[config.mk]
export PLATFORM = sky130hd
export DESIGN_NAME = alu
export DESIGN_NICKNAME = d
export VERILOG_FILES = /design/src/hdl/cpu_pkg.sv /design/src/hdl/alu.sv
export SDC_FILE = /design/constraint.sdc
export NUM_CORES = 1
export LEC_CHECK = 0
export ABC_AREA = 1
export BUFFER_PORTS_ARGS = -buffer_cell sky130_fd_sc_hd__buf_2
export CAP_MARGIN = 20
export CORE_MARGIN = 4
export CORE_UTILIZATION = 38
export DETAILED_ROUTE_END_ITERATION = 6
export PLACE_DENSITY_LB_ADDON = 0.2
export SLEW_MARGIN = 5
export SYNTH_ARGS = -nofsm -noshare
export SYNTH_HDL_FRONTEND = slang
export SYNTH_SLANG_ARGS = --single-unit
export TNS_END_PERCENT = 5
[constraint.sdc]
create_clock -name vclk -period 3.75
set_input_delay 0.1875 -clock vclk [all_inputs]
set_output_delay 0.1875 -clock vclk [all_outputs]
set_load 0.02 [all_outputs]
[src/hdl/cpu_pkg.sv]
`default_nettype none

package cpu_pkg;

	localparam int data_width = 32;
	localparam int pc_width = 10;
	localparam int mem_words = 256;
	localparam int reg_count = 32;

	// ~~~~~~~~~~~~~~~~~~~~~~~~~~~~~~~~~~~~~~~~~~~~~~~~~~~~~~~~~~~~~~~~~~~~~~~~~~~~
	// instruction and select encodings
	// ~~~~~~~~~~~~~~~~~~~~~~~~~~~~~~~~~~~~~~~~~~~~~~~~~~~~~~~~~~~~~~~~~~~~~~~~~~~~

	typedef enum logic [4:0] {
		OP_ALU     = 5'd0,
		OP_ADDI    = 5'd1,
		OP_ORI     = 5'd2,
		OP_ADDIU20 = 5'd3,
		OP_SLLI    = 5'd4,
		OP_LWI     = 5'd5,
		OP_SWI     = 5'd6,
		OP_BEQ     = 5'd7,
		OP_J       = 5'd8,
		OP_HALT    = 5'd9
	} opcode_t;

	// for OP_ALU the function sits in instruction bits 2:0, the operand2 form in bits 4:3
	typedef enum logic [2:0] {
		ALU_ADD = 3'd0,
		ALU_SUB = 3'd1,
		ALU_AND = 3'd2,
		ALU_OR  = 3'd3,
		ALU_XOR = 3'd4,
		ALU_SLL = 3'd5
	} alu_op_t;

	typedef enum logic [1:0] {PC_PLUS4, PC_BR14, PC_J24} pc_sel_t;

	typedef enum logic [1:0] {IMM_ZE5, IMM_SE15, IMM_ZE15, IMM_SE20} imm_sel_t;

	typedef enum logic [2:0] {SRC2_RB, SRC2_IMM, SRC2_IMM15_SL2, SRC2_RB_SV, SRC2_RT} src2_sel_t;

	typedef enum logic [1:0] {WB_ALU, WB_OPERAND, WB_MEM} wb_sel_t;

	// ~~~~~~~~~~~~~~~~~~~~~~~~~~~~~~~~~~~~~~~~~~~~~~~~~~~~~~~~~~~~~~~~~~~~~~~~~~~~
	// bundles
	// ~~~~~~~~~~~~~~~~~~~~~~~~~~~~~~~~~~~~~~~~~~~~~~~~~~~~~~~~~~~~~~~~~~~~~~~~~~~~

	// the immediate fields overlap the register fields in the instruction word
	typedef struct packed {
		opcode_t     op;
		logic [4:0]  rt;
		logic [4:0]  ra;
		logic [4:0]  rb;
		logic [1:0]  sv;
		logic [4:0]  imm5;
		logic [13:0] imm14;
		logic [14:0] imm15;
		logic [19:0] imm20;
		logic [23:0] imm24;
	} instr_fields_t;

	typedef struct packed {
		pc_sel_t   pc_sel;
		imm_sel_t  imm_sel;
		src2_sel_t src2_sel;
		wb_sel_t   wb_sel;
	} mux_ctrl_t;

	typedef struct packed {
		logic                  req;
		logic                  we;
		logic [pc_width-1:0]   addr;
		logic [data_width-1:0] wdata;
	} mem_req_t;

	typedef struct packed {
		logic                  valid;
		logic [pc_width-1:0]   pc;
		logic                  we;
		logic [4:0]            rd;
		logic [data_width-1:0] data;
	} retire_t;

endpackage

`default_nettype wire

[src/hdl/alu.sv]
`timescale 1ns/1ns
`default_nettype none

module alu (
	input  cpu_pkg::alu_op_t               op,
	input  logic [cpu_pkg::data_width-1:0] a,
	input  logic [cpu_pkg::data_width-1:0] b,
	output logic [cpu_pkg::data_width-1:0] result,
	output logic                           zero
);
	import cpu_pkg::*;

	always_comb begin
		case (op)
			ALU_SUB: result = a - b;
			ALU_AND: result = a & b;
			ALU_OR:  result = a | b;
			ALU_XOR: result = a ^ b;
			ALU_SLL: result = a << b[4:0];
			// unused function codes add
			default: result = a + b;
		endcase
	end

	// BEQ compares through a SUB
	assign zero = (result == '0);

endmodule

`default_nettype wire

==> metrics.txt <==
run status=completed; Final setup viols=0; area leader, netlist=nand2_1; Crit. End Element=output port; WP buf/inv=3; Synth Cell Area=7070 µm²; sequential area share after synthesis=0; VDD IR-drop max=0.0000690 V; # diodes=0; WP data required=3.56 ns; fin crit period=3.71 ns; Pre-antenna DRT Iters=5; die area=20900 µm²; PwrDens=180 nW/µm²; Post-DRT Antenna Nets=0; worst slack at placement=-0.241 ns; hold_buf cts=0; gr usage total=0.269; fmax=270 MHz; endpoints failing hold=0; worst rel slew slack=0.546; Buffers on Ports=100; first-pass GRT wire length=44500 µm; maximum number of pins on one net before global-route repair=39; Synth Warn #=0; Worst path max stage delay=0.32 ns; DP Area=8280 µm²; layout cells sized above 1=0.186; I/O pin cnt=100; Initial DRC Count=719; Mapped Nets=1539; Synth top area share=0.255; fin util=0.469; Syn Area/Cell=5.15 µm²; CP top delay family=simple AND/OR/NAND/NOR gates; worst-path cell with the longest stage delay=ha_1; final setup margin=0.0440 ns; crit path launch type=input pin; WL/cell=16.3 µm; row count=49; Leakage=0.00514 µW; Final Wtd Congestion=0.963; clock buf count=0; Nets=1697; max-slew violation count=0; Via-to-Cell Ratio=5.27; via count=9270; Setup CP Type=in -> out; CORE AREA=18100 µm²; vias in the first global route=8457; Synth cell types=40; seq_cells=0; RSZ-0062 raised after global routing=true; critical-path maximum fanout=5; Power, Total=1530 µW; Sequential Area=0 µm²; Starting Density=0.390; Layout area overhead=20.3%; detailed-placement wirelength estimate=24400 µm; period utilisation layout=0.988; antenna violations before repair=0; die width=144 µm; count leader, synth=nand2_1; CP most frequent cell=nand2_1; drt drc=0; Critical Path AT=3.52 ns; Die H=144 µm; Routed WL=28600 µm; max-cap violation count=0; cell count after synthesis=1374; Worst Max-Slew Pin Slew=0.680 ns; HP Class=in -> out; top cells by area, synth=nand2_1, ha_1, nand3_1; post-route cell area=8510 µm²; GRT overflow=0; Synth top cells by count=nand2_1, inv_1, nand3_1, nor2_1, ha_1
metrics by stage:
stage,TNS (ns),hold slack [ns],cells
3_5_place_dp,-0.388,1.04,1755
3_3_place_gp,-0.275,1.04,1755
2_1_floorplan,0,0.732,1374
6_report,0,1.05,1759
4_1_cts,0,1.05,1757
5_1_grt,-0.465,1.10,1759
tightest hold or removal path: stages:
cell,delay (ns)
buf_2,0.14
nand2_4,0.10
nand2_1,0.05
nor2_1,0.10
nor2_1,0.08
inv_1,0.05
buf_2,0.15
cell type report:
| type | count | area (µm²) |
|---|---|---|
| tap | 229 | 287 |
| fill | 2055 | 9640 |
| timing repair buffer | 196 | 1220 |
| multi-input combinational | 1102 | 6120 |
| inverter | 232 | 876 |
worst paths after layout:
check | startpoint | end | slack (ns) | cells past startpoint
hold / removal | op[1] | result[0] | 1.05 | 7
setup / recovery | b[0] | zero | 0.04 | 28
logic make-up (layout without fill, tap and decap cells):
kind of cell             count (synthesis)  in the layout  share of synthesized area
AND/OR/NAND/NOR                        844            844                      0.505
buffers and inverters                  272            428                      0.162
AO/OA/AOI/OAI                          128            128                      0.119
adder cells (fa/ha/maj)                 98             98                      0.174
XOR/XNOR                                31             31                     0.0384
multiplexers                             1              1                    0.00142
routing by layer:
metal	global-route usage	share of wire	wire [µm]	up-vias
met5	0	0	0	-
met3	0.0126	0.065	1870	34
li1	-	-	-	4681
met4	0.0540	0.024	676	0
met1	0.398	0.46	13300	4251
met2	0.434	0.45	12800	304
layout by cell type, fill, tap and decap left out, types with 3 or more instances in the layout:
cell,n
or2_2,5
buf_2,99
nand2_2,12
nor3_2,3
nand3_1,189
ha_1,94
o21bai_1,4
nand2_1,470
o21ai_0,27
xor2_1,31
buf_4,97
a21oi_2,11
nand4_1,11
nand3b_1,9
a221oi_2,11
nor2_2,19
inv_2,9
o211ai_1,11
inv_1,221
o21ai_1,7
nor3_1,7
nor2_1,106
nor3_4,3
a21oi_1,42
report_power, final:
group / total [µW] / switching [µW] / internal [µW]
clock: 0 / 0 / 0
combinational: 1530 / 976 / 557
sequential: 0 / 0 / 0
total: 1530 / 976 / 557
what timing repair did:
item	CTS	global route
gates resized for setup	33	25
pin swaps	10	11
setup buffers	2	2
hold endpoints to repair	0	0
setup endpoints to repair	6	11
Note: power is estimated with default switching activity, not from simulation.
