**src/hdl/cpu_pkg.sv**
```systemverilog
`default_nettype none

package cpu_pkg;

	localparam int data_width = 32;
	localparam int pc_width = 10;
	localparam int mem_words = 256;
	localparam int reg_count = 32;

	// ~~~~~~~~~~~~~~~~~~~~~~~~~~~~~~~~~~~~~~~~~~~~~~~~~~~~~~~~~~~~~~~~~~~~~~~~~~~~
	// instruction and select encodings
	// ~~~~~~~~~~~~~~~~~~~~~~~~~~~~~~~~~~~~~~~~~~~~~~~~~~~~~~~~~~~~~~~~~~~~~~~~~~~~

	typedef enum logic [4:0] {
		OP_ALU     = 5'd0,
		OP_ADDI    = 5'd1,
		OP_ORI     = 5'd2,
		OP_ADDIU20 = 5'd3,
		OP_SLLI    = 5'd4,
		OP_LWI     = 5'd5,
		OP_SWI     = 5'd6,
		OP_BEQ     = 5'd7,
		OP_J       = 5'd8,
		OP_HALT    = 5'd9
	} opcode_t;

	// for OP_ALU the function sits in instruction bits 2:0, the operand2 form in bits 4:3
	typedef enum logic [2:0] {
		ALU_ADD = 3'd0,
		ALU_SUB = 3'd1,
		ALU_AND = 3'd2,
		ALU_OR  = 3'd3,
		ALU_XOR = 3'd4,
		ALU_SLL = 3'd5
	} alu_op_t;

	typedef enum logic [1:0] {PC_PLUS4, PC_BR14, PC_J24} pc_sel_t;

	typedef enum logic [1:0] {IMM_ZE5, IMM_SE15, IMM_ZE15, IMM_SE20} imm_sel_t;

	typedef enum logic [2:0] {SRC2_RB, SRC2_IMM, SRC2_IMM15_SL2, SRC2_RB_SV, SRC2_RT} src2_sel_t;

	typedef enum logic [1:0] {WB_ALU, WB_OPERAND, WB_MEM} wb_sel_t;

	// ~~~~~~~~~~~~~~~~~~~~~~~~~~~~~~~~~~~~~~~~~~~~~~~~~~~~~~~~~~~~~~~~~~~~~~~~~~~~
	// bundles
	// ~~~~~~~~~~~~~~~~~~~~~~~~~~~~~~~~~~~~~~~~~~~~~~~~~~~~~~~~~~~~~~~~~~~~~~~~~~~~

	// the immediate fields overlap the register fields in the instruction word
	typedef struct packed {
		opcode_t     op;
		logic [4:0]  rt;
		logic [4:0]  ra;
		logic [4:0]  rb;
		logic [1:0]  sv;
		logic [4:0]  imm5;
		logic [13:0] imm14;
		logic [14:0] imm15;
		logic [19:0] imm20;
		logic [23:0] imm24;
	} instr_fields_t;

	typedef struct packed {
		pc_sel_t   pc_sel;
		imm_sel_t  imm_sel;
		src2_sel_t src2_sel;
		wb_sel_t   wb_sel;
	} mux_ctrl_t;

	typedef struct packed {
		logic                  req;
		logic                  we;
		logic [pc_width-1:0]   addr;
		logic [data_width-1:0] wdata;
	} mem_req_t;

	typedef struct packed {
		logic                  valid;
		logic [pc_width-1:0]   pc;
		logic                  we;
		logic [4:0]            rd;
		logic [data_width-1:0] data;
	} retire_t;

endpackage

`default_nettype wire

```
**src/hdl/register_file.sv**
```systemverilog
`timescale 1ns/1ns
`default_nettype none

module register_file (
	input  logic                           clk,
	input  logic                           rst_n,
	input  logic [4:0]                     ra_addr,
	input  logic [4:0]                     rb_addr,
	input  logic [4:0]                     rt_addr,
	output logic [cpu_pkg::data_width-1:0] ra_data,
	output logic [cpu_pkg::data_width-1:0] rb_data,
	output logic [cpu_pkg::data_width-1:0] rt_data,
	input  logic                           we,
	input  logic [4:0]                     wr_addr,
	input  logic [cpu_pkg::data_width-1:0] wr_data
);
	import cpu_pkg::*;

	logic [data_width-1:0] regs [reg_count];

	// register 0 is cleared by reset and never written
	always_ff @(posedge clk or negedge rst_n) begin
		if (!rst_n) begin
			for (int i = 0; i < reg_count; i++)
				regs[i] <= '0;
		end else if (we && wr_addr != 5'd0) begin
			regs[wr_addr] <= wr_data;
		end
	end

	assign ra_data = regs[ra_addr];
	assign rb_data = regs[rb_addr];
	assign rt_data = regs[rt_addr];

endmodule

`default_nettype wire

```
**config.mk**
```make
export PLATFORM = sky130hd
export DESIGN_NAME = register_file
export DESIGN_NICKNAME = d
export VERILOG_FILES = /design/src/hdl/cpu_pkg.sv /design/src/hdl/register_file.sv
export SDC_FILE = /design/constraint.sdc
export NUM_CORES = 2
export LEC_CHECK = 0
export BUFFER_PORTS_ARGS = -buffer_cell sky130_fd_sc_hd__buf_4
export CAP_MARGIN = 5
export CELL_PAD_IN_SITES_DETAIL_PLACEMENT = 1
export CELL_PAD_IN_SITES_GLOBAL_PLACEMENT = 2
export CORE_MARGIN = 2
export CORE_UTILIZATION = 47
export DETAILED_ROUTE_END_ITERATION = 7
export PLACE_DENSITY = 0.86
export REMOVE_ABC_BUFFERS = 1
export SYNTH_ARGS = -nofsm -noshare
export SYNTH_HDL_FRONTEND = slang
export SYNTH_SLANG_ARGS = --single-unit
export TNS_END_PERCENT = 10
```
**constraint.sdc**
```tcl
create_clock -name clk -period 2.9 [get_ports clk]
set_input_delay 0.58 -clock clk [delete_from_list [all_inputs] [get_ports clk]]
set_output_delay 0.58 -clock clk [all_outputs]
set_load 0.02 [all_outputs]
```
==> results by group <==
Worst setup path
  – FF-to-FF setup slack: 1.98 ns
  – Startpoint types: flip-flop
  – Critical Path RT: 2.32 ns
  – Critical path arrival: 2.38 ns
  – R2R cell count: 2
  – WS Path Type: flip-flop to primary output
  – CP max FO: 3
  – Crit. End Element: primary output

Cells and area
  – Regs by FF count: regs (1024)
  – P&R area growth vs syn: 18.75%
  – Max reg flops: 1024
  – Fillers: 13720
  – Nets@finish: 5981
  – Largest Register: regs
  – Layout cell share with drive strength beyond 1: 32.86%
  – Final core utilization: 56.24%

Drt
  – WL/cell: 32.57 µm
  – WL met1: 106.0 mm
  – Starting DRT DRC Count: 4672
  – Metal3 WL: 19.02 mm
  – Drt drc: 0
  – Final ANT Viol Nets: 0
  – Met2 routed WL: 117.7 mm
  – Highest metal used: met5
  – 1st-pass router iterations: 5
  – Final wirelength: 254.6 mm
  – DR vias/cell: 6.692
  – Via count: 52310

Yosys
  – Synth Cell Area: 0.06425 mm²
  – Seq/Total Area, Yosys: 39.89%
  – Number of flops mapped to enable cells by yosys: 0
  – Top-count cell post-synth: mux2i_1
  – Post-synth top flop: dfrtp_1
  – Top post-synthesis cells by area: dfrtp_1, mux2i_1, mux2_2, a22oi_1, a22o_1
  – Post-synth top area share: 39.89%
  – Number of synthesis warnings: 0
  – FFs w/ async S/R, synth: 100.0%
  – Synth area leader: dfrtp_1
  – Synthesized instance count: 5768
  – Distinct cell type count after synthesis: 29
  – Syn avg cell area: 11.14 µm²
  – Synth cell count leaders: mux2i_1, dfrtp_1, mux2_2
  – Post-synthesis register bit count: 1024

Die
  – Die W: 373.7 µm
  – Core box area: 0.1356 mm²
  – Cell row count: 135
  – IO Count: 151
  – Starting Density: 47.37%
  – Full die area: 0.1397 mm²
  – DIE HEIGHT: 373.7 µm

Run status
  – Outcome: complete, but fails checks
  – Failing checks: setup timing

Global route
  – Grt total ovfl: 0
  – Vias in the first global route: 55140
  – All-Layer GR Usage: 35.37%
  – Largest net degree at the start of global routing: 95
  – First-pass GRT wire length: 373.2 mm
  – Initial antenna violation count: 5

Power and ir drop
  – Peak supply drop: 0.5396 mV
  – Final Power: 48.97 mW
  – Leakage: 36.12 nW
  – PD cells: 641.9 mW/mm²

STA
  – Hold slack: 0.3234 ns
  – RSZ-0062 raised after global routing: yes
  – Rel. slew slack: 44.03%
  – Final setup fails: 7
  – Slew @ Worst Pin: 0.8395 ns
  – Fin. max-slew vios: 0
  – Worst Skew: 0 ns
  – Fin crit share: 102.1%
  – Hold Violations, Final: 0
  – Min Tclk post-route: 2.961 ns
  – Final WS setup: -0.06106 ns
  – Peak Freq: 0.3377 GHz

Clocking
  – TritonCTS clock tree: yes
  – Clk buf depth: 3
  – Htree depth: 3
  – Clk_lat worst skew: 0.74 ns
  – CTS buffer count: 120
  – Clock Tree Root: clkbuf_16
  – CTS Sinks: 1024
  – CTS clk-pin slew, worst paths: 0.06 ns

Min path
  – HP Class: input port to flip-flop
  – Hold path depth: 2

Placed design
  – # port buffers: 150
  – Final GP Congestion: 0.8487
  – DPL Wire Length: 155.6 mm

Job
  – Max-Cap Viols: 0
worst paths after layout:
| kind | startpoint | end |
|---|---|---|
| worst max-delay path | regs[824] | ra_data[24] |
| worst min-delay path | wr_data[17] | regs[17] |
| worst max register to register | regs[824] | regs[824] |
| worst min register to register | regs[1020] | regs[1020] |
| max in group asynchronous | rst_n | regs[19] |
| min in group asynchronous | rst_n | regs[188] |
critical path, stage by stage, from the launching register on:
cell and delay, ns:
dfrtp_1 0.38, buf_4 0.15, mux2i_1 0.19, a22o_1 0.20, nor3_2 0.06, a31oi_1 0.17, buf_4 0.16, nand3_1 0.11
buf_4 0.19
cell families (layout without fill, tap and decap cells):
group	Yosys count	count (layout)	synth area share, %
flops	1024	1024	39.89
compound gates	864	864	9.161
buf+inv	605	871	4.349
other cells	0	2	0
simple gates	747	747	5.274
mux	2528	2528	41.33
per-stage QoR:
stage          cell area, µm²  instances  TNS (ns)  setup WS [ns]
2_1_floorplan           61450       5163   -319.72         -3.285
3_3_place_gp            70890       7566   -0.4599       -0.09913
3_5_place_dp            70890       7566   -0.9074        -0.1136
4_1_cts                 75670       7800  -0.07655       -0.03150
5_1_grt                 76280       7815    -1.156        -0.1220
6_report                76290       7817   -0.1574       -0.06106
per-layer routing:
metal  GRT usage [%]  up-vias
met5               0        -
met4           15.92        4
met3           6.729      686
met2           56.44     2368
met1           46.62    27400
li1                -    21850
what timing repair did:
action,in CTS,in global routing
pin swaps,7,28
buffers inserted,3,14
endpoints found under the setup margin,48,72
resized for setup,52,83
hold buffers,1,0
endpoints found under the hold margin,24,0
gates cloned,0,1
layout make-up:
class / instances / area (µm²) / area share [%]
Multi-Input combinational cell: 4139 / 36660 / 48.06
Clock buffer: 163 / 3517 / 4.610
Antenna cell: 2 / 5.005 / 0.006560
Timing Repair Buffer: 641 / 7313 / 9.586
Sequential cell: 1024 / 25620 / 33.59
Tap cell: 1781 / 2228 / 2.921
Clock inverter: 67 / 937.1 / 1.228
layout by cell type (no fill, tap or decap), types with 20 or more instances in the layout:
cell	netlist	final
mux2i_1	1536	1534
dfrtp_1	1024	1024
mux2_2	982	982
buf_4	51	430
nand2_1	306	290
a22oi_1	288	288
a21oi_1	288	287
nand3_1	292	265
a22o_1	192	192
buf_12	0	171
clkbuf_16	0	123
nor3_1	98	80
a31oi_1	96	61
clkbuf_8	0	31
buf_6	6	25
a31oi_2	0	24
clkinv_2	0	24
nand3_2	0	22
bufinv_16	0	20
report_power, final:
| group | leakage (nW) | total [mW] | switching (mW) | internal, mW |
|---|---|---|---|---|
| Sequential | 13.1 | 20.1 | 3.09 | 17.0 |
| Clock | 2.18 | 17.1 | 6.80 | 10.3 |
| Combinational | 20.8 | 11.8 | 5.84 | 5.94 |
| Total | 36.1 | 49.0 | 15.7 | 33.2 |
Note: power is estimated with default switching activity, not from simulation.
