### config.mk
export PLATFORM = sky130hd
export DESIGN_NAME = datapath_muxes
export DESIGN_NICKNAME = d
export VERILOG_FILES = /design/src/hdl/cpu_pkg.sv /design/src/hdl/datapath_muxes.sv
export SDC_FILE = /design/constraint.sdc
export NUM_CORES = 1
export LEC_CHECK = 0
export ABC_AREA = 1
export BUFFER_PORTS_ARGS = -buffer_cell sky130_fd_sc_hd__buf_4
export CAP_MARGIN = 30
export CORE_AREA = 2 2 125 127
export DETAILED_ROUTE_END_ITERATION = 16
export DIE_AREA = 0 0 127 129
export GPL_ROUTABILITY_DRIVEN = 1
export SLEW_MARGIN = 10
export SYNTH_ARGS = -nofsm -noshare
export SYNTH_HDL_FRONTEND = slang
export SYNTH_SLANG_ARGS = --single-unit
export TNS_END_PERCENT = 30
### constraint.sdc
create_clock -name vclk -period 5.41
set_clock_uncertainty 0.2 [all_clocks]
set_input_delay 0.541 -clock vclk [all_inputs]
set_output_delay 0.541 -clock vclk [all_outputs]
set_load 0.1 [all_outputs]
### src/hdl/cpu_pkg.sv
`default_nettype none

package cpu_pkg;

	localparam int data_width = 32;
	localparam int pc_width = 10;
	localparam int mem_words = 256;
	localparam int reg_count = 32;

	// ~~~~~~~~~~~~~~~~~~~~~~~~~~~~~~~~~~~~~~~~~~~~~~~~~~~~~~~~~~~~~~~~~~~~~~~~~~~~
	// instruction and select encodings
	// ~~~~~~~~~~~~~~~~~~~~~~~~~~~~~~~~~~~~~~~~~~~~~~~~~~~~~~~~~~~~~~~~~~~~~~~~~~~~

	typedef enum logic [4:0] {
		OP_ALU     = 5'd0,
		OP_ADDI    = 5'd1,
		OP_ORI     = 5'd2,
		OP_ADDIU20 = 5'd3,
		OP_SLLI    = 5'd4,
		OP_LWI     = 5'd5,
		OP_SWI     = 5'd6,
		OP_BEQ     = 5'd7,
		OP_J       = 5'd8,
		OP_HALT    = 5'd9
	} opcode_t;

	// for OP_ALU the function sits in instruction bits 2:0, the operand2 form in bits 4:3
	typedef enum logic [2:0] {
		ALU_ADD = 3'd0,
		ALU_SUB = 3'd1,
		ALU_AND = 3'd2,
		ALU_OR  = 3'd3,
		ALU_XOR = 3'd4,
		ALU_SLL = 3'd5
	} alu_op_t;

	typedef enum logic [1:0] {PC_PLUS4, PC_BR14, PC_J24} pc_sel_t;

	typedef enum logic [1:0] {IMM_ZE5, IMM_SE15, IMM_ZE15, IMM_SE20} imm_sel_t;

	typedef enum logic [2:0] {SRC2_RB, SRC2_IMM, SRC2_IMM15_SL2, SRC2_RB_SV, SRC2_RT} src2_sel_t;

	typedef enum logic [1:0] {WB_ALU, WB_OPERAND, WB_MEM} wb_sel_t;

	// ~~~~~~~~~~~~~~~~~~~~~~~~~~~~~~~~~~~~~~~~~~~~~~~~~~~~~~~~~~~~~~~~~~~~~~~~~~~~
	// bundles
	// ~~~~~~~~~~~~~~~~~~~~~~~~~~~~~~~~~~~~~~~~~~~~~~~~~~~~~~~~~~~~~~~~~~~~~~~~~~~~

	// the immediate fields overlap the register fields in the instruction word
	typedef struct packed {
		opcode_t     op;
		logic [4:0]  rt;
		logic [4:0]  ra;
		logic [4:0]  rb;
		logic [1:0]  sv;
		logic [4:0]  imm5;
		logic [13:0] imm14;
		logic [14:0] imm15;
		logic [19:0] imm20;
		logic [23:0] imm24;
	} instr_fields_t;

	typedef struct packed {
		pc_sel_t   pc_sel;
		imm_sel_t  imm_sel;
		src2_sel_t src2_sel;
		wb_sel_t   wb_sel;
	} mux_ctrl_t;

	typedef struct packed {
		logic                  req;
		logic                  we;
		logic [pc_width-1:0]   addr;
		logic [data_width-1:0] wdata;
	} mem_req_t;

	typedef struct packed {
		logic                  valid;
		logic [pc_width-1:0]   pc;
		logic                  we;
		logic [4:0]            rd;
		logic [data_width-1:0] data;
	} retire_t;

endpackage

`default_nettype wire

### src/hdl/datapath_muxes.sv
`timescale 1ns/1ns
`default_nettype none

module datapath_muxes (
	input  logic [cpu_pkg::pc_width-1:0]   current_pc,
	input  cpu_pkg::instr_fields_t         fields,
	input  cpu_pkg::mux_ctrl_t             ctrl,
	input  logic [cpu_pkg::data_width-1:0] rb_data,
	input  logic [cpu_pkg::data_width-1:0] rt_data,
	input  logic [cpu_pkg::data_width-1:0] mem_rdata,
	input  logic [cpu_pkg::data_width-1:0] alu_result,
	output logic [cpu_pkg::pc_width-1:0]   next_pc,
	output logic [cpu_pkg::data_width-1:0] operand2,
	output logic [cpu_pkg::data_width-1:0] wb_data
);
	import cpu_pkg::*;

	logic [data_width-1:0] imm;
	logic [data_width-1:0] br_off;
	logic [data_width-1:0] jmp_off;

	// offsets are halfword scaled, only the low pc bits survive the add
	assign br_off = {{17{fields.imm14[13]}}, fields.imm14, 1'b0};
	assign jmp_off = {{7{fields.imm24[23]}}, fields.imm24, 1'b0};

	always_comb begin
		case (ctrl.pc_sel)
			PC_BR14: next_pc = current_pc + br_off[pc_width-1:0];
			PC_J24:  next_pc = current_pc + jmp_off[pc_width-1:0];
			default: next_pc = current_pc + pc_width'(4);
		endcase
	end

	always_comb begin
		case (ctrl.imm_sel)
			IMM_ZE5:  imm = {27'b0, fields.imm5};
			IMM_SE15: imm = {{17{fields.imm15[14]}}, fields.imm15};
			IMM_ZE15: imm = {17'b0, fields.imm15};
			IMM_SE20: imm = {{12{fields.imm20[19]}}, fields.imm20};
			default:  imm = '0;
		endcase
	end

	always_comb begin
		case (ctrl.src2_sel)
			SRC2_IMM:       operand2 = imm;
			SRC2_IMM15_SL2: operand2 = {15'b0, fields.imm15, 2'b0};
			SRC2_RB_SV:     operand2 = rb_data << fields.sv;
			SRC2_RT:        operand2 = rt_data;
			default:        operand2 = rb_data;
		endcase
	end

	// immediate moves bypass the ALU through operand2
	always_comb begin
		case (ctrl.wb_sel)
			WB_OPERAND: wb_data = operand2;
			WB_MEM:     wb_data = mem_rdata;
			default:    wb_data = alu_result;
		endcase
	end

	// the decoder in the control FSM falls back to defined selects for any opcode
	always_comb begin
		assert final (!$isunknown(ctrl))
			else $error("datapath select is unknown");
	end

endmodule

`default_nettype wire

==> impl_metrics.csv <==
group,metric,value,unit
status,status,"finished clean",
route,wl_per_cell,16.4,µm
worst_setup_path,critPathKind,"in2out",
timing,maxSlewHeadroom,48.5,%
placement,dp_hpwl,15600,µm
cts,cts_setup_buffers,0,
synth,synth_top_cell_by_area,"nand2_1",
placement,finalWeightedCongestion,0.870,
placement,portBuffers,279,
layout,num-fill-cells,1745,
route,routedLengthMet1,7560,µm
timing,post-route-period-util,67.7,%
timing,timing.final.hold_violations,0,
synth,synth_cells,718,
route,wl_met2,9520,µm
worst_setup_path,crit_cells,10,
pwr,p_per_area,201,nW/µm²
floorplan,ios,321,
pwr,p_leak,2.96,nW
timing,worstMarginPinSlew,0.771,ns
layout,drive_gt1_share,32.5,%
run,maxCapViolations,0,
layout,seq_area,0,µm²
worst_setup_path,critPathMaxStageDelay,0.61,ns
route,dr_wl_met3,1510,µm
route,drc,0,
global_route,grt_overflow,0,
floorplan,die_h,129,µm
layout,final_cell_area,5680,µm²
layout,syn2layout_area_growth,64.1,%
worst_setup_path,crit_fanout,31,
global_route,grt_pass1_wl,28100,µm
cts,cts_hold_buf,0,
synth,netlist_top_cells_area,"nand2_1 25%, nand3_1 22%, a21oi_1 11%",
timing,rsz0062_at_grt,"false",
floorplan,fp-row-count,45,
layout,antenna_cells,0,
hold_path,hold_path.startpoint,"current_pc[0]",
worst_setup_path,required,4.67,ns
route,drt_first_iter_violations,340,
route,ant_nets,0,
route,dr.pass1.iters,5,
worst_setup_path,critPathBufInv,4,
worst_setup_path,critPathCapture,"wb_data[7]",
hold_path,hold_path.class,"in2out",
global_route,grt_pass1_vias,5409,
floorplan,dieArea,16400,µm²
cts,ctsResizeCount,0,
timing,final.setup.tns,0,ns
global_route,antenna_found_initial,0,
route,vias,5766,
timing,fin_crit,3.66,ns
pwr,ir_drop,175,µV
synth,synth.distinct_cells,33,
route,vias_per_cell,5.03,
synth,netlist.area_leader.share,24.5,%
worst_setup_path,crit_path_start,"ctrl[4]",
layout,nClkBuffers,0,
timing,fmax,273,MHz
route,top_layer_used,"met4",
global_route,grt_start_max_net_pins,34,
floorplan,die_w,127,µm
synth,synth_seq_area_share,0,%
worst_setup_path,crit_arrival,2.92,ns
worst_setup_path,end_kind,"output port",
placement,dpl_cell_area,5630,µm²
timing,setup_viol,0,
synth,syn-num-nets,978,
synth,syn_avg_cell_area,4.82,µm²
route,wl,18800,µm
timing,whs,0.882,ns
worst_setup_path,crit_chain,"buf_4 -> inv_2 -> nand2_1 -> nand2_1 -> nor2_4 -> inv_2 -> or2_2 -> nand3_1 -> a21oi_1 -> buf_4",
layout,layout.nets,1220,
worst_setup_path,cp_top_family,"simple AND/OR/NAND/NOR gates",
worst_setup_path,cp-start-kind,"input port",
floorplan,start_util,23.1,%
timing,slew_violations,0,
floorplan,coreArea,15000,µm²
layout,nFlopsAndLatches,0,
synth,syn_area,3460,µm²
global_route,grt_util_all_layers,21.3,%
synth,yosysWarnings,0,
worst_setup_path,slowest_stage,"nor2_4",
[cell families (layout without fill, tap and decap cells)]
logic type | Yosys count | count (layout) | synth area share (%)
and+or+nand+nor | 510 | 510 | 66.3
AOI/OAI and AO/OA | 97 | 97 | 14.5
buffers and inverters | 87 | 327 | 11.0
adders and majority gates | 13 | 13 | 4.92
muxes | 7 | 7 | 2.28
xor gates and xnor gates | 4 | 4 | 1.01
[routing by layer]
layer	up-vias	GRT usage, %
met4	0	2.07
met3	12	3.53
met5	-	0
met1	2579	26.2
li1	2907	-
met2	268	40.2
[metrics by stage]
stage	setup WS [ns]	power [W]	instances	utilization, %
2_1_floorplan	0.352	0.000816	718	-
3_3_place_gp	1.75	0.00113	1142	37.3
3_5_place_dp	1.72	0.00114	1144	37.6
4_1_cts	1.72	0.00114	1144	37.6
5_1_grt	1.49	0.00120	1146	37.9
6_report	1.75	0.00114	1146	37.9
[power breakdown]
part | switching [W] | leakage, nW | internal, W
clock network | 0 | 0 | 0
logic | 0.000840 | 2.96 | 0.000300
registers | 0 | 0 | 0
[worst min path at each step]
stage | to | slack, ns | cells after the start
detailed placement | next_pc[0] | 0.88 | 0
finish | next_pc[0] | 0.88 | 0
global route | next_pc[0] | 0.88 | 0
CTS | next_pc[0] | 0.88 | 0
global placement | next_pc[0] | 0.88 | 0
floorplan | next_pc[0] | 1.09 | 1
[synthesized netlist by cell type (all sizes together) (2+ instances only)]
master / instances
nand2: 229
nand3: 151
a21oi: 73
nor2: 68
inv: 39
nand4: 31
buf: 24
clkbuf: 23
o21ai: 15
and2: 13
or2: 13
ha: 12
mux2: 7
a31oi: 3
nand3b: 3
xor2: 3
nor3: 2
o211ai: 2
[layout make-up]
cell class,count,area [µm²],share of cell area (%)
Multi-Input combinational cell,631,3080,54.3
Timing Repair Buffer,287,2210,38.9
Tap cell,188,235,4.14
Inverter,40,150,2.64
[cells in the final DEF, fill, tap and decap left out]
cell type  instances
nor2_1            63
or2_2              3
nor2_4             3
nand2_2            3
a21o_1             1
or2_0             10
clkinv_1           1
a21oi_1           73
o21bai_1           1
nand4_1           31
o21ai_0           15
inv_1             33
nand3_1          151
fa_1               1
a31oi_1            3
o211ai_1           2
xnor2_1            1
buf_16             2
ha_1              12
nor2_2             2
mux2_2             7
inv_2              6
nand3b_1           3
nand2_1          226
xor2_1             3
o22ai_1            1
o21a_1             1
and2_1            13
nor3_1             2
buf_8              2
buf_4            283
Power figures use the tool's default switching activity.
