[src/hdl/cpu_pkg.sv]
`default_nettype none

package cpu_pkg;

	localparam int data_width = 32;
	localparam int pc_width = 10;
	localparam int mem_words = 256;
	localparam int reg_count = 32;

	// ~~~~~~~~~~~~~~~~~~~~~~~~~~~~~~~~~~~~~~~~~~~~~~~~~~~~~~~~~~~~~~~~~~~~~~~~~~~~
	// instruction and select encodings
	// ~~~~~~~~~~~~~~~~~~~~~~~~~~~~~~~~~~~~~~~~~~~~~~~~~~~~~~~~~~~~~~~~~~~~~~~~~~~~

	typedef enum logic [4:0] {
		OP_ALU     = 5'd0,
		OP_ADDI    = 5'd1,
		OP_ORI     = 5'd2,
		OP_ADDIU20 = 5'd3,
		OP_SLLI    = 5'd4,
		OP_LWI     = 5'd5,
		OP_SWI     = 5'd6,
		OP_BEQ     = 5'd7,
		OP_J       = 5'd8,
		OP_HALT    = 5'd9
	} opcode_t;

	// for OP_ALU the function sits in instruction bits 2:0, the operand2 form in bits 4:3
	typedef enum logic [2:0] {
		ALU_ADD = 3'd0,
		ALU_SUB = 3'd1,
		ALU_AND = 3'd2,
		ALU_OR  = 3'd3,
		ALU_XOR = 3'd4,
		ALU_SLL = 3'd5
	} alu_op_t;

	typedef enum logic [1:0] {PC_PLUS4, PC_BR14, PC_J24} pc_sel_t;

	typedef enum logic [1:0] {IMM_ZE5, IMM_SE15, IMM_ZE15, IMM_SE20} imm_sel_t;

	typedef enum logic [2:0] {SRC2_RB, SRC2_IMM, SRC2_IMM15_SL2, SRC2_RB_SV, SRC2_RT} src2_sel_t;

	typedef enum logic [1:0] {WB_ALU, WB_OPERAND, WB_MEM} wb_sel_t;

	// ~~~~~~~~~~~~~~~~~~~~~~~~~~~~~~~~~~~~~~~~~~~~~~~~~~~~~~~~~~~~~~~~~~~~~~~~~~~~
	// bundles
	// ~~~~~~~~~~~~~~~~~~~~~~~~~~~~~~~~~~~~~~~~~~~~~~~~~~~~~~~~~~~~~~~~~~~~~~~~~~~~

	// the immediate fields overlap the register fields in the instruction word
	typedef struct packed {
		opcode_t     op;
		logic [4:0]  rt;
		logic [4:0]  ra;
		logic [4:0]  rb;
		logic [1:0]  sv;
		logic [4:0]  imm5;
		logic [13:0] imm14;
		logic [14:0] imm15;
		logic [19:0] imm20;
		logic [23:0] imm24;
	} instr_fields_t;

	typedef struct packed {
		pc_sel_t   pc_sel;
		imm_sel_t  imm_sel;
		src2_sel_t src2_sel;
		wb_sel_t   wb_sel;
	} mux_ctrl_t;

	typedef struct packed {
		logic                  req;
		logic                  we;
		logic [pc_width-1:0]   addr;
		logic [data_width-1:0] wdata;
	} mem_req_t;

	typedef struct packed {
		logic                  valid;
		logic [pc_width-1:0]   pc;
		logic                  we;
		logic [4:0]            rd;
		logic [data_width-1:0] data;
	} retire_t;

endpackage

`default_nettype wire

[src/hdl/mem_arbiter.sv]
`timescale 1ns/1ns
`default_nettype none

module mem_arbiter (
	input  logic                           clk,
	input  logic                           rst_n,
	input  cpu_pkg::mem_req_t              data_req,
	input  cpu_pkg::mem_req_t              host_req,
	input  cpu_pkg::mem_req_t              fetch_req,
	output logic                           data_grant,
	output logic                           host_grant,
	output logic                           fetch_grant,
	output logic                           data_rvalid,
	output logic                           host_rvalid,
	output logic                           fetch_rvalid,
	output cpu_pkg::mem_req_t              ram_req,
	input  logic [cpu_pkg::data_width-1:0] ram_rdata,
	output logic [cpu_pkg::data_width-1:0] rdata
);
	import cpu_pkg::*;

	// data first so a load or store never stalls behind the host
	assign data_grant = data_req.req;
	assign host_grant = host_req.req && !data_req.req;
	assign fetch_grant = fetch_req.req && !data_req.req && !host_req.req;

	always_comb begin
		if (data_grant)
			ram_req = data_req;
		else if (host_grant)
			ram_req = host_req;
		else if (fetch_grant)
			ram_req = fetch_req;
		else
			ram_req = '0;
	end

	// read owner kept for the one cycle of RAM latency
	always_ff @(posedge clk or negedge rst_n) begin
		if (!rst_n) begin
			data_rvalid <= 1'b0;
			host_rvalid <= 1'b0;
			fetch_rvalid <= 1'b0;
		end else begin
			data_rvalid <= data_grant && !data_req.we;
			host_rvalid <= host_grant && !host_req.we;
			fetch_rvalid <= fetch_grant && !fetch_req.we;
		end
	end

	assign rdata = ram_rdata;

	assert property (@(posedge clk) disable iff (!rst_n)
		$onehot0({data_grant, host_grant, fetch_grant}))
		else $error("more than one grant");

endmodule

`default_nettype wire

[config.mk]
export PLATFORM = sky130hd
export DESIGN_NAME = mem_arbiter
export DESIGN_NICKNAME = d
export VERILOG_FILES = /design/src/hdl/cpu_pkg.sv /design/src/hdl/mem_arbiter.sv
export SDC_FILE = /design/constraint.sdc
export NUM_CORES = 1
export LEC_CHECK = 0
export BUFFER_PORTS_ARGS = -buffer_cell sky130_fd_sc_hd__buf_2
export CAP_MARGIN = 20
export CORE_AREA = 5 5 93 95
export DETAILED_ROUTE_END_ITERATION = 8
export DIE_AREA = 0 0 98 100
export PLACE_DENSITY_LB_ADDON = 0.1
export SLEW_MARGIN = 5
export SYNTH_ARGS = -nofsm -noshare
export SYNTH_HDL_FRONTEND = slang
export SYNTH_SLANG_ARGS = --single-unit
[constraint.sdc]
create_clock -name clk -period 1.81 [get_ports clk]
set_input_delay 0.2715 -clock clk [delete_from_list [all_inputs] [get_ports clk]]
set_output_delay 0.2715 -clock clk [all_outputs]
set_load 0.02 [all_outputs]
==> results of run 1 <==
[kinds of logic (layout without fill, tap and decap cells)]
logic type,Yosys count,after routing,share of synthesized area
DFF,3,3,0.0487
buffers and inverters,58,195,0.263
and+or+nand+nor,91,91,0.410
AOI/OAI and AO/OA,86,86,0.279
[through the flow]
stage	instance area (µm²)	hold slack (ns)	utilization	setup WS, ns
6_report	2340	0.221	0.306	0.309
5_1_grt	2340	0.240	0.306	0.196
4_1_cts	2340	0.218	0.306	0.286
3_5_place_dp	2280	0.0691	0.299	0.291
3_3_place_gp	2280	0.0678	0.299	0.270
2_1_floorplan	1540	-0.0241	-	0.500
[cells in the mapped netlist]
master,count,area share
buf_6,6,0.044
or3_1,1,0.0041
buf_2,12,0.039
and2b_1,2,0.0097
clkbuf_1,6,0.015
nor3b_2,1,0.0081
a21oi_1,86,0.28
nand3b_1,43,0.21
nor2b_1,44,0.18
buf_4,34,0.17
dfrtp_1,3,0.049
[power groups by stage]
stage          sequential (mW)  clock [mW]  combinational, mW
6_report                0.0706       0.191              0.599
2_1_floorplan           0.0749           0              0.440
5_1_grt                 0.0708       0.201              0.657
3_3_place_gp            0.0712           0              0.607
3_5_place_dp            0.0713           0              0.604
4_1_cts                 0.0706       0.197              0.608
[placed cells by master (no fill, tap or decap)]
master and count:
a21oi_1 86, and2b_1 2, or3_1 1, nor2b_1 44, dfrtp_1 3, buf_12 4
nor3b_2 1, nand3b_1 43, clkbuf_8 3, buf_4 3, buf_2 183, dlygate4sd3_1 1
clkbuf_1 1
[sequential cells by signal (all words and copies together), names as in the netlist]
name	flops
data_rvalid	1
fetch_rvalid	1
host_rvalid	1
[final cells by class]
| cell class | instances | area [µm²] |
|---|---|---|
| Multi-Input combinational cell | 177 | 1060 |
| Sequential cell | 3 | 75.1 |
| Tap cell | 102 | 128 |
| Timing Repair Buffer | 191 | 1030 |
| Fill cell | 882 | 5310 |
| Clock buffer | 4 | 45.0 |
[per-layer routing]
metal  vias to the layer above  track usage  part of all wire
met5                         -            0                 0
met4                         0       0.0319             0.012
met3                        12       0.0341              0.12
met2                       134        0.219              0.50
met1                       899        0.131              0.36
li1                       1063            -                 -
[path summary, 6_finish.rpt]
check / to / slack [ns] / start / depth (start not counted)
max in group asynchronous: data_rvalid / 1.31 / rst_n / 2
worst min-delay path: data_rvalid / 0.22 / data_req[42] / 2
worst max-delay path: ram_req[3] / 0.31 / data_req[43] / 5
min in group asynchronous: host_rvalid / 0.39 / rst_n / 2
[timing repair]
item                                   CTS  global route
endpoints found under the hold margin    3             0
hold buffers                             1             0
buffers inserted                         0             0
==> results_dict.tcl, run 1 <==
set metrics [dict create \
    dp_cells 472 \
    slew_headroom 0.759 \
    h-tree-depth 1 \
    ir_worst_vdd_uv 165 \
    clk_pin_slew_worst_paths_ns 0.03 \
    cts_tree "built" \
    setup-violations-final 0 \
    syn_nets 404 \
    drive_above_1_share 0.517 \
    grt_max_degree 38 \
    drv_slew 0 \
    power_switching_share 0.423 \
    p_leak_nw 1.15 \
    dieArea_mm2 0.00980 \
    yosysWarnings 0 \
    vias 2108 \
    max_cap_violations 0 \
    p_seq_frac 0.082 \
    wirelength_um 6530 \
    finalCritPeriodShare 0.829 \
    io_buffers 183 \
    coreArea_mm2 0.00765 \
    clockRootBuffer "clkbuf_8" \
    outcome "completed" \
    final.setup.tns_ns 0 \
    cp_data_arrival_time_ns 1.23 \
    first_pass_iters 4 \
    drc_errors 0 \
    power_mw 0.861 \
    avgSynthCellArea_um2 6.48 \
    drt_iter0_drc 27 \
    area_growth_pct 51.6 \
    fin_cells 477 \
    track_usage 0.118 \
    rows 32 \
    startpoint_type "primary input" \
    dp_hpwl_um 5350 \
    gp_congestion 0.826 \
    cp_max_fo 37 \
    syn_area_mm2 0.00154 \
    max_freq_mhz 666 \
    power_switching_mw 0.365 \
    synthCells 238 \
    combPwrFrac 0.696 \
    hold_path_class "in2reg" \
    start_util 0.202 \
    tightest_slew_ns 0.362 \
    cp_cell_sequence "buf_2 > buf_12 > a21oi_1 > a21oi_1 > buf_2" \
    slowest_stage "buf_2" \
    ys_seq_elements 3 \
    drt-vias-per-instance 4.42 \
    synth_cell_types 11 \
    postRouteAntennaNets 0 \
    first_global_vias 2003 \
    clockBufferDepth 2 \
    grt_pass1_wl_um 9890 \
    critPathTopFamily "buffers and inverters" \
    overflow 0 \
    die_h_um 100 \
    intPower_mw 0.497 \
    path_buf_inv 3 \
    crit_required_ns 1.54 \
    p_per_area_mw_per_mm2 368 \
    antenna_found_initial 0 \
    critical_path_class "in2out" \
    post_cts_resized 0 \
    power_frac_clock 0.222 \
    die_w_um 98 \
    final_nets 542 \
    period_needed_ns 1.50 \
    synth_seq_area_share 0.0487 \
    io_pins 248 \
    numCtsBuffers 3 \
    clock-sinks 3 \
    hold_viol_final 0 \
    rsz0062_at_grt "no" \
    critPathMaxStageDelay_ns 0.31 \
    avgRoutedWirePerCell_um 13.7 \
    num_antenna_cells 0 \
    critPathCaptureType "output pin" \
]
(Power assumes the default switching activity.)
==> run 2, diff against run 1 <==
clock period = 1.2 ns   (was 1.81 ns; I/O delays follow)
==> run 2 against run 1 <==
Compared with the run above:
- combinational power grew 69%
- clock-buffer cell count unchanged
- cell count grew 1.3%
- power is 63% higher
- worst setup slack worse by 0.28 ns
- via count up 1.5%
- critical path type unchanged
- critical endpoint is now ram_req[43]
- largest power group unchanged
==> results_dict.tcl, run 2 (synthesized netlist as in run 1, its figures left out) <==
set metrics [dict create \
    final.setup.tns_ns 0 \
    top_regs "data_rvalid (1), fetch_rvalid (1), host_rvalid (1)" \
    die_w_um 98 \
    io_buffers 183 \
    cp_data_arrival_time_ns 0.99 \
    vias 2139 \
    crit_required_ns 1.02 \
    drv_slew 0 \
    coreArea_mm2 0.00765 \
    grt_pass1_wl_um 9930 \
    rsz0062_at_grt "no" \
    hold_viol_final 0 \
    start_util 0.202 \
    cp_max_fo 20 \
    combPwrFrac 0.716 \
    die_h_um 100 \
    antenna_found_initial 0 \
    hold_path_class "in2reg" \
    outcome "completed" \
    numCtsBuffers 3 \
    fin_cells 483 \
    final_common_cell "buf_2" \
    drt-vias-per-instance 4.43 \
    tightest_slew_ns 0.179 \
    critPathTopFamily "buffers and inverters" \
    cts_tree "built" \
    drive_above_1_share 0.543 \
    clockBufferDepth 2 \
    path_buf_inv 3 \
    max_cap_violations 0 \
    io_pins 248 \
    avgRoutedWirePerCell_um 14.5 \
    clk_pin_slew_worst_paths_ns 0.03 \
    first_global_vias 2043 \
    p_seq_frac 0.076 \
    critical_path_class "in2out" \
    clock-sinks 3 \
    final_nets 548 \
    slew_headroom 0.881 \
    whs_ns 0.125 \
    drc_errors 0 \
    overflow 0 \
    p_leak_nw 1.23 \
    p_per_area_mw_per_mm2 552 \
    rows 32 \
    setup-violations-final 0 \
    grt_max_degree 38 \
    finalCritPeriodShare 0.974 \
    clockRootBuffer "clkbuf_8" \
    placed_area_mm2 0.00236 \
    drt_iter0_drc 35 \
    critPathCaptureType "output pin" \
    period_needed_ns 1.17 \
    stdcell_area_mm2 0.00255 \
    first_pass_iters 4 \
    num_antenna_cells 0 \
    max_freq_mhz 856 \
    postRouteAntennaNets 0 \
    crit_top_cell "buf_2" \
    startpoint_type "primary input" \
    power_switching_mw 0.578 \
    critPathMaxStageDelay_ns 0.33 \
    final_cell_mix "164 x buf_2, 79 x a21oi_1, 44 x nor2b_1" \
    slowest_stage "or3_1" \
    dp_cells 476 \
    intPower_mw 0.827 \
    post_cts_buffers 0 \
    power_switching_share 0.411 \
    dieArea_mm2 0.00980 \
    power_frac_clock 0.208 \
    h-tree-depth 1 \
    gp_congestion 0.838 \
    track_usage 0.120 \
    cp_cell_sequence "buf_2 > buf_12 > or3_1 > buf_2" \
    dp_hpwl_um 5480 \
    wirelength_um 7010 \
    ir_worst_vdd_uv 225 \
    area_growth_pct 65.0 \
]
## run 2: repair_timing
action                     4_1_cts  5_1_grt
gates resized for setup          0       28
setup endpoints to repair        0       30
hold buffers                     1        0
hold endpoints to repair         3        0
## run 2: worst paths after layout
check	endpoint	cells after the start	slack [ns]	from
max in group asynchronous	fetch_rvalid	2	0.80	rst_n
worst min-delay path	data_rvalid	2	0.13	data_req[42]
min in group asynchronous	data_rvalid	2	0.30	rst_n
worst max-delay path	ram_req[43]	4	0.03	data_req[43]
## run 2: power by group through the flow
stage	Clock (mW)	Combinational (mW)	Sequential (mW)
after global routing	0.316	1.09	0.107
final	0.292	1.01	0.106
after CTS	0.301	0.948	0.106
after floorplan	0	0.664	0.113
after global placement	0	0.938	0.107
after detailed placement	0	0.941	0.107
## run 2: routing by layer
| metal | vias to the layer above | wire (µm) | GRT usage |
|---|---|---|---|
| met5 | - | 0 | 0 |
| met4 | 0 | 102 | 0.0319 |
| met3 | 15 | 816 | 0.0375 |
| met2 | 123 | 3540 | 0.226 |
| met1 | 927 | 2560 | 0.129 |
| li1 | 1074 | - | - |
## run 2: per-stage QoR
step	utilization	worst slack, ns	power (mW)
after detailed placement	0.309	0.00405	1.05
after floorplan	-	0.0729	0.777
after global routing	0.333	0.00773	1.51
final	0.333	0.0312	1.41
after global placement	0.309	0.00277	1.05
after CTS	0.316	0.00495	1.35
## run 2: area by class of cell
class                   instances  area (µm²)
fillers                       879        5100
repair buffers                197        1210
multi-input cells             177        1090
well taps                     102         128
flip-flops and latches          3        75.1
clock buffers                   4        45.0
