<file path="config.mk">
export PLATFORM = sky130hd
export DESIGN_NAME = control_fsm
export DESIGN_NICKNAME = d
export VERILOG_FILES = /design/src/hdl/cpu_pkg.sv /design/src/hdl/control_fsm.sv
export SDC_FILE = /design/constraint.sdc
export NUM_CORES = 1
export LEC_CHECK = 0
export BUFFER_PORTS_ARGS = -buffer_cell sky130_fd_sc_hd__buf_2
export CAP_MARGIN = 15
export CORE_AREA = 3 3 156 158
export DETAILED_ROUTE_END_ITERATION = 16
export DIE_AREA = 0 0 159 161
export GPL_TIMING_DRIVEN = 0
export SLEW_MARGIN = 30
export SYNTH_ARGS = -nofsm -noshare
export SYNTH_HDL_FRONTEND = slang
export SYNTH_SLANG_ARGS = --single-unit
</file>
<file path="constraint.sdc">
create_clock -name clk -period 2.95 [get_ports clk]
set_input_delay 0.295 -clock clk [delete_from_list [all_inputs] [get_ports clk]]
set_output_delay 0.295 -clock clk [all_outputs]
set_load 0.05 [all_outputs]
</file>
<file path="src/hdl/cpu_pkg.sv">
`default_nettype none

package cpu_pkg;

	localparam int data_width = 32;
	localparam int pc_width = 10;
	localparam int mem_words = 256;
	localparam int reg_count = 32;

	// ~~~~~~~~~~~~~~~~~~~~~~~~~~~~~~~~~~~~~~~~~~~~~~~~~~~~~~~~~~~~~~~~~~~~~~~~~~~~
	// instruction and select encodings
	// ~~~~~~~~~~~~~~~~~~~~~~~~~~~~~~~~~~~~~~~~~~~~~~~~~~~~~~~~~~~~~~~~~~~~~~~~~~~~

	typedef enum logic [4:0] {
		OP_ALU     = 5'd0,
		OP_ADDI    = 5'd1,
		OP_ORI     = 5'd2,
		OP_ADDIU20 = 5'd3,
		OP_SLLI    = 5'd4,
		OP_LWI     = 5'd5,
		OP_SWI     = 5'd6,
		OP_BEQ     = 5'd7,
		OP_J       = 5'd8,
		OP_HALT    = 5'd9
	} opcode_t;

	// for OP_ALU the function sits in instruction bits 2:0, the operand2 form in bits 4:3
	typedef enum logic [2:0] {
		ALU_ADD = 3'd0,
		ALU_SUB = 3'd1,
		ALU_AND = 3'd2,
		ALU_OR  = 3'd3,
		ALU_XOR = 3'd4,
		ALU_SLL = 3'd5
	} alu_op_t;

	typedef enum logic [1:0] {PC_PLUS4, PC_BR14, PC_J24} pc_sel_t;

	typedef enum logic [1:0] {IMM_ZE5, IMM_SE15, IMM_ZE15, IMM_SE20} imm_sel_t;

	typedef enum logic [2:0] {SRC2_RB, SRC2_IMM, SRC2_IMM15_SL2, SRC2_RB_SV, SRC2_RT} src2_sel_t;

	typedef enum logic [1:0] {WB_ALU, WB_OPERAND, WB_MEM} wb_sel_t;

	// ~~~~~~~~~~~~~~~~~~~~~~~~~~~~~~~~~~~~~~~~~~~~~~~~~~~~~~~~~~~~~~~~~~~~~~~~~~~~
	// bundles
	// ~~~~~~~~~~~~~~~~~~~~~~~~~~~~~~~~~~~~~~~~~~~~~~~~~~~~~~~~~~~~~~~~~~~~~~~~~~~~

	// the immediate fields overlap the register fields in the instruction word
	typedef struct packed {
		opcode_t     op;
		logic [4:0]  rt;
		logic [4:0]  ra;
		logic [4:0]  rb;
		logic [1:0]  sv;
		logic [4:0]  imm5;
		logic [13:0] imm14;
		logic [14:0] imm15;
		logic [19:0] imm20;
		logic [23:0] imm24;
	} instr_fields_t;

	typedef struct packed {
		pc_sel_t   pc_sel;
		imm_sel_t  imm_sel;
		src2_sel_t src2_sel;
		wb_sel_t   wb_sel;
	} mux_ctrl_t;

	typedef struct packed {
		logic                  req;
		logic                  we;
		logic [pc_width-1:0]   addr;
		logic [data_width-1:0] wdata;
	} mem_req_t;

	typedef struct packed {
		logic                  valid;
		logic [pc_width-1:0]   pc;
		logic                  we;
		logic [4:0]            rd;
		logic [data_width-1:0] data;
	} retire_t;

endpackage

`default_nettype wire

</file>
<file path="src/hdl/control_fsm.sv">
`timescale 1ns/1ns
`default_nettype none

module control_fsm (
	input  logic                           clk,
	input  logic                           rst_n,
	input  logic                           core_run,
	output cpu_pkg::mem_req_t              fetch_req,
	output cpu_pkg::mem_req_t              data_req,
	input  logic                           fetch_grant,
	input  logic                           fetch_rvalid,
	input  logic                           data_grant,
	input  logic                           data_rvalid,
	input  logic [cpu_pkg::data_width-1:0] mem_rdata,
	output cpu_pkg::instr_fields_t         fields,
	output cpu_pkg::mux_ctrl_t             ctrl,
	output cpu_pkg::alu_op_t               alu_op,
	input  logic                           zero,
	input  logic [cpu_pkg::pc_width-1:0]   next_pc,
	output logic [cpu_pkg::pc_width-1:0]   current_pc,
	output logic                           rf_we,
	input  logic [cpu_pkg::data_width-1:0] store_data,
	input  logic [cpu_pkg::data_width-1:0] alu_result,
	input  logic [cpu_pkg::data_width-1:0] wb_data,
	output cpu_pkg::retire_t               retire,
	output logic                           halted
);
	import cpu_pkg::*;

	typedef enum logic [2:0] {IDLE, FETCH, FETCH_WAIT, EXEC, MEM, MEM_WAIT, WB, HALT} state_t;

	state_t state;
	logic [pc_width-1:0] pc;
	logic [data_width-1:0] ir;
	logic [data_width-1:0] wb_q;
	logic writes_rd;
	logic is_load;
	logic is_store;
	logic is_halt;

	always_comb begin
		fields.op = opcode_t'(ir[31:27]);
		fields.rt = ir[24:20];
		fields.ra = ir[19:15];
		fields.rb = ir[14:10];
		fields.sv = ir[9:8];
		fields.imm5 = ir[14:10];
		fields.imm14 = ir[13:0];
		fields.imm15 = ir[14:0];
		fields.imm20 = ir[19:0];
		fields.imm24 = ir[23:0];
	end

	// ~~~~~~~~~~~~~~~~~~~~~~~~~~~~~~~~~~~~~~~~~~~~~~~~~~~~~~~~~~~~~~~~~~~~~~~~~~~~
	// decode
	// ~~~~~~~~~~~~~~~~~~~~~~~~~~~~~~~~~~~~~~~~~~~~~~~~~~~~~~~~~~~~~~~~~~~~~~~~~~~~

	always_comb begin
		ctrl.pc_sel = PC_PLUS4;
		ctrl.imm_sel = IMM_SE15;
		ctrl.src2_sel = SRC2_RB;
		ctrl.wb_sel = WB_ALU;
		alu_op = ALU_ADD;
		writes_rd = 1'b0;
		is_load = 1'b0;
		is_store = 1'b0;
		is_halt = 1'b0;
		case (fields.op)
			OP_ALU: begin
				alu_op = alu_op_t'(ir[2:0]);
				case (ir[4:3])
					2'b01:   ctrl.src2_sel = SRC2_RB_SV;
					2'b10:   ctrl.src2_sel = SRC2_RT;
					default: ctrl.src2_sel = SRC2_RB;
				endcase
				writes_rd = 1'b1;
			end
			OP_ADDI: begin
				ctrl.src2_sel = SRC2_IMM;
				writes_rd = 1'b1;
			end
			OP_ORI: begin
				ctrl.imm_sel = IMM_ZE15;
				ctrl.src2_sel = SRC2_IMM;
				alu_op = ALU_OR;
				writes_rd = 1'b1;
			end
			OP_ADDIU20: begin
				ctrl.imm_sel = IMM_SE20;
				ctrl.src2_sel = SRC2_IMM;
				ctrl.wb_sel = WB_OPERAND;
				writes_rd = 1'b1;
			end
			OP_SLLI: begin
				ctrl.imm_sel = IMM_ZE5;
				ctrl.src2_sel = SRC2_IMM;
				alu_op = ALU_SLL;
				writes_rd = 1'b1;
			end
			OP_LWI: begin
				ctrl.src2_sel = SRC2_IMM15_SL2;
				ctrl.wb_sel = WB_MEM;
				writes_rd = 1'b1;
				is_load = 1'b1;
			end
			OP_SWI: begin
				ctrl.src2_sel = SRC2_IMM15_SL2;
				is_store = 1'b1;
			end
			OP_BEQ: begin
				ctrl.src2_sel = SRC2_RT;
				alu_op = ALU_SUB;
				ctrl.pc_sel = zero ? PC_BR14 : PC_PLUS4;
			end
			OP_J:    ctrl.pc_sel = PC_J24;
			OP_HALT: is_halt = 1'b1;
			default: ;
		endcase
	end

	always_comb begin
		fetch_req = '0;
		fetch_req.req = (state == FETCH);
		fetch_req.addr = pc;
		data_req = '0;
		data_req.req = (state == MEM);
		data_req.we = is_store;
		data_req.addr = alu_result[pc_width-1:0];
		data_req.wdata = store_data;
	end

	// ~~~~~~~~~~~~~~~~~~~~~~~~~~~~~~~~~~~~~~~~~~~~~~~~~~~~~~~~~~~~~~~~~~~~~~~~~~~~
	// sequencing
	// ~~~~~~~~~~~~~~~~~~~~~~~~~~~~~~~~~~~~~~~~~~~~~~~~~~~~~~~~~~~~~~~~~~~~~~~~~~~~

	always_ff @(posedge clk or negedge rst_n) begin
		if (!rst_n) begin
			state <= IDLE;
			pc <= '0;
		end else begin
			case (state)
				IDLE:       if (core_run) state <= FETCH;
				FETCH:      if (fetch_grant) state <= FETCH_WAIT;
				FETCH_WAIT: if (fetch_rvalid) state <= EXEC;
				EXEC:       state <= (is_load || is_store) ? MEM : WB;
				MEM:        if (data_grant) state <= is_store ? WB : MEM_WAIT;
				MEM_WAIT:   if (data_rvalid) state <= WB;
				WB: begin
					pc <= next_pc;
					if (is_halt)
						state <= HALT;
					else if (core_run)
						state <= FETCH;
					else
						state <= IDLE;
				end
				HALT:       state <= HALT;
				default:    state <= IDLE;
			endcase
		end
	end

	// load data is caught on rvalid since a host read may overwrite the RAM output
	always_ff @(posedge clk) begin
		if (state == FETCH_WAIT && fetch_rvalid)
			ir <= mem_rdata;
		if ((state == EXEC && !is_load) || (state == MEM_WAIT && data_rvalid))
			wb_q <= wb_data;
	end

	assign rf_we = (state == WB) && writes_rd;
	assign current_pc = pc;
	assign halted = (state == HALT);

	always_comb begin
		retire.valid = (state == WB);
		retire.pc = pc;
		retire.we = rf_we;
		retire.rd = fields.rt;
		retire.data = wb_q;
	end

	assert property (@(posedge clk) disable iff (!rst_n) !(fetch_req.req && data_req.req))
		else $error("fetch and data request together");

	assert property (@(posedge clk) disable iff (!rst_n) fetch_grant |-> fetch_req.req)
		else $error("fetch grant without request");

	assert property (@(posedge clk) disable iff (!rst_n) data_grant |-> data_req.req)
		else $error("data grant without request");

endmodule

`default_nettype wire

</file>
==> summary.md <==
| Metric | Value |
|---|---|
| Cell Int Power | about 0.0031 W |
| Synth Area in Simple Gates | 0.0692 |
| Final core utilization | 0.278 |
| CTS tree | built |
| Post-route ant nets | 0 |
| Post-Synth XOR/XNOR Area | 0.00433 |
| Tmin final | around 2.4 ns |
| Sequential Power Share | 0.257 |
| Final instance area | between 6000 and 7000 sq um |
| Cell Area, Placed | roughly 6100 sq um |
| Power Total | 0.00649 W |
| Rows | between 50 and 60 |
| Hold path depth | 1 |
| # nets final | 836 |
| Vias in the first global route | around 3200 |
| CP Max Fanout | 10 |
| Die Area | ~26000 sq um |
| Outcome | completed |
| H-Tree Depth | 3 |
| Worst skew pair latency | between 0.3 and 0.4 ns |
| Post-Synth Adder-Cell Area | 0 |
| Cell depth of the worst flop-to-flop path | 5 |
| Max-Cap Viols | 0 |
| Core area | 23300 sq um |
| Chip Height | about 160 um |
| DP HPWL | ~11 mm |
| WS Path Type | reg2out |
| Clock share of power | 0.179 |
| Main combinational cell family by area after synthesis | buffers and inverters |
| Number of instances in the placed design | approximately 1000 |
| Hold Fails Final Rpt | 0 |
| DRC viols | 0 |
| Unrepaired setup endpoints after global routing | no |
| Slew Limit Fails | 0 |
| Non-Filler Instances | between 1000 and 1500 |
| Share of layout cells above drive strength 1 | 0.745 |
| Startpoint types | flop |
| CP arrival | 2.12 ns |
| Distinct cell type count after synthesis | 38 |
| Max_slew headroom | 0.477 |
| Initial core utilization | 0.174 |
| Largest net degree at the start of global routing | 33 |
| Commonest cells post-synth | buf_4, edfxtp_1, nor2_1 |
| Post-synth top area share | 0.460 |
| PwrDens | 1000 nW/um^2 |
| Most common flop cell mapped by yosys | edfxtp_1 |
| Die Wd | 159 um |
| CTS clock-pin slew for the worst setup and hold paths | about 0.07 ns |
| Count leader, synth | buf_4 |
| NetSw | 0.00337 W |
| Min Hold Slack | 0.124 ns |
| Crit. End Element | output port |
| Synthesized instance count | approximately 340 |
| Async SR Flop Fraction | 0.173 |
| Vias after detailed routing | ~3300 |
| Grt ovf | 0 |
| Multiplexer share of the synthesized area | 0.0306 |
| Initial DRT Pass Iterations | 4 |
| Maximum vdd drop | between 0.4 and 0.5 mV |
| Gr usage total | 0.0952 |
| Sw frac | 0.518 |
| Post-cts resize count | 0 |
| Clock Skew | between 0.01 and 0.015 ns |
| Clk root buf | clkbuf_16 |
| Wire length of the first global-routing pass | around 18 mm |
| Initial antenna violation count | 1 |
| Area leader, netlist | edfxtp_1 |
| Gpl congestion | 0.688 |
| Top post-synthesis cells by area | edfxtp_1, buf_4, dfrtp_1, mux2_2, nor2_1 |
| Synth warnings | 0 |
| FF+latch count, synth | between 70 and 80 |
| I/O pin count | 407 |
| Area delta synth->final | 59.8% |
| Mean Syn Cell Area | roughly 12 sq um |
| Setup bufs post-CTS | 0 |
| Deepest clock path buffer count | 2 |
| Compound-Gate Fraction of Synth Area | 0.0238 |
| Via-to-Cell Ratio | 3.28 |
| WL per Instance | about 13 um |
| Mapped Area | between 4000 and 5000 sq um |
| Worst endpoint required time | 2.65 ns |
| Num Clock Sinks | 75 |
| Setup-failing EPs final | 0 |
| Post-CTS Hold Buffers | 1 |
| PortBufs | slightly above 300 |
| Min-delay worst type | in2reg |
| Fmax | 0.414 GHz |
| Actual slew at the worst max-slew pin | between 0.7 and 0.8 ns |
| EDFF count, synth | 62 |
| Sequential area share after synthesis | 0.540 |
| TritonCTS buffer count | 9 |
| DR iter-0 viols | 51 |
| Crit share post-route | 0.818 |
| WL final | between 10 and 15 mm |
| Gate power share | 0.565 |
| Lkg Pwr | approximately 3.3 nW |
-- stage by stage --
stage | setup WS, ns | TNS, ns
after floorplan | -0.270 | -0.270
after global placement | -0.321 | -9.52
after detailed placement | 0.614 | 0
after CTS | 0.457 | 0
after global routing | 0.353 | 0
final | 0.536 | 0
-- worst max-delay path: stages, from the launching register on --
cell and delay [ns]:
edfxtp_1 0.41, clkbuf_1 0.46, or2_1 0.32, nor3_1 0.08
a211oi_1 0.21, buf_2 0.30
-- path summary, 6_finish.rpt --
| path | start | to | slack, ns |
|---|---|---|---|
| worst min register to register | current_pc[3]$_DFFE_PN0P_ | current_pc[3]$_DFFE_PN0P_ | 0.55 |
| worst max register to register | ir[27]$_DFFE_PP_ | wb_q[10]$_DFFE_PP_ | 0.67 |
| min in group asynchronous | rst_n | current_pc[6]$_DFFE_PN0P_ | 0.40 |
| worst max-delay path | ir[27]$_DFFE_PP_ | ctrl[2] | 0.54 |
| max in group asynchronous | rst_n | state[1]$_DFFE_PN0P_ | 2.27 |
| worst min-delay path | mem_rdata[30] | ir[30]$_DFFE_PP_ | 0.12 |
-- state kept, by name (all words and copies together) (netlist names) --
signal and flops:
current_pc 10, ir 30, state 3, wb_q 32
-- routing by layer --
metal  GRT usage  up-vias  routed length (um)
met1      0.0948     1472                4520
met3      0.0433       11                1470
met5           0        -                   0
met2       0.177      217                6980
met4      0.0294        0                 178
li1            -     1630                   -
-- placed cells by master, fill, tap and decap left out, drive strengths merged, types with 2 or more instances in the layout --
cell and instances:
a211oi 2, conb 33, inv 6, nor3b 2, or3b 2, a21oi 4, buf 485, xnor2 2
nor2 14, and3 5, dfrtp 13, nor3 6, nand2 9, or2 3, edfxtp 62, mux2 11
clkbuf 13, nor2b 3
-- cells by family (layout without fill, tap and decap cells) --
logic type                after synthesis  in the layout
muxes                                  11             11
AOI/OAI and AO/OA                      13             13
and+or+nand+nor                        53             53
DFF                                    75             75
xor gates and xnor gates                2              2
other                                   1             34
buffers and inverters                 182            508
-- layout make-up --
type                       instances  area (sq um)
antenna                            1          2.50
inverter                           2          7.51
clock inverter                     7          80.1
buffer                           180          1330
clock buffer                       9           225
tap                              319           399
timing repair buffer             310          1570
multi-input combinational        112           661
fill                            2481         16800
sequential                        75          2190
-- power by group through the flow --
stage               Clock [W]  Sequential, W  Combinational, W
floorplan                   0        0.00250           0.00211
global placement            0        0.00169           0.00366
detailed placement          0        0.00170           0.00371
CTS                   0.00121        0.00168           0.00371
global route          0.00126        0.00171           0.00383
finish                0.00116        0.00167           0.00367
Note: power is estimated with default switching activity, not from simulation.
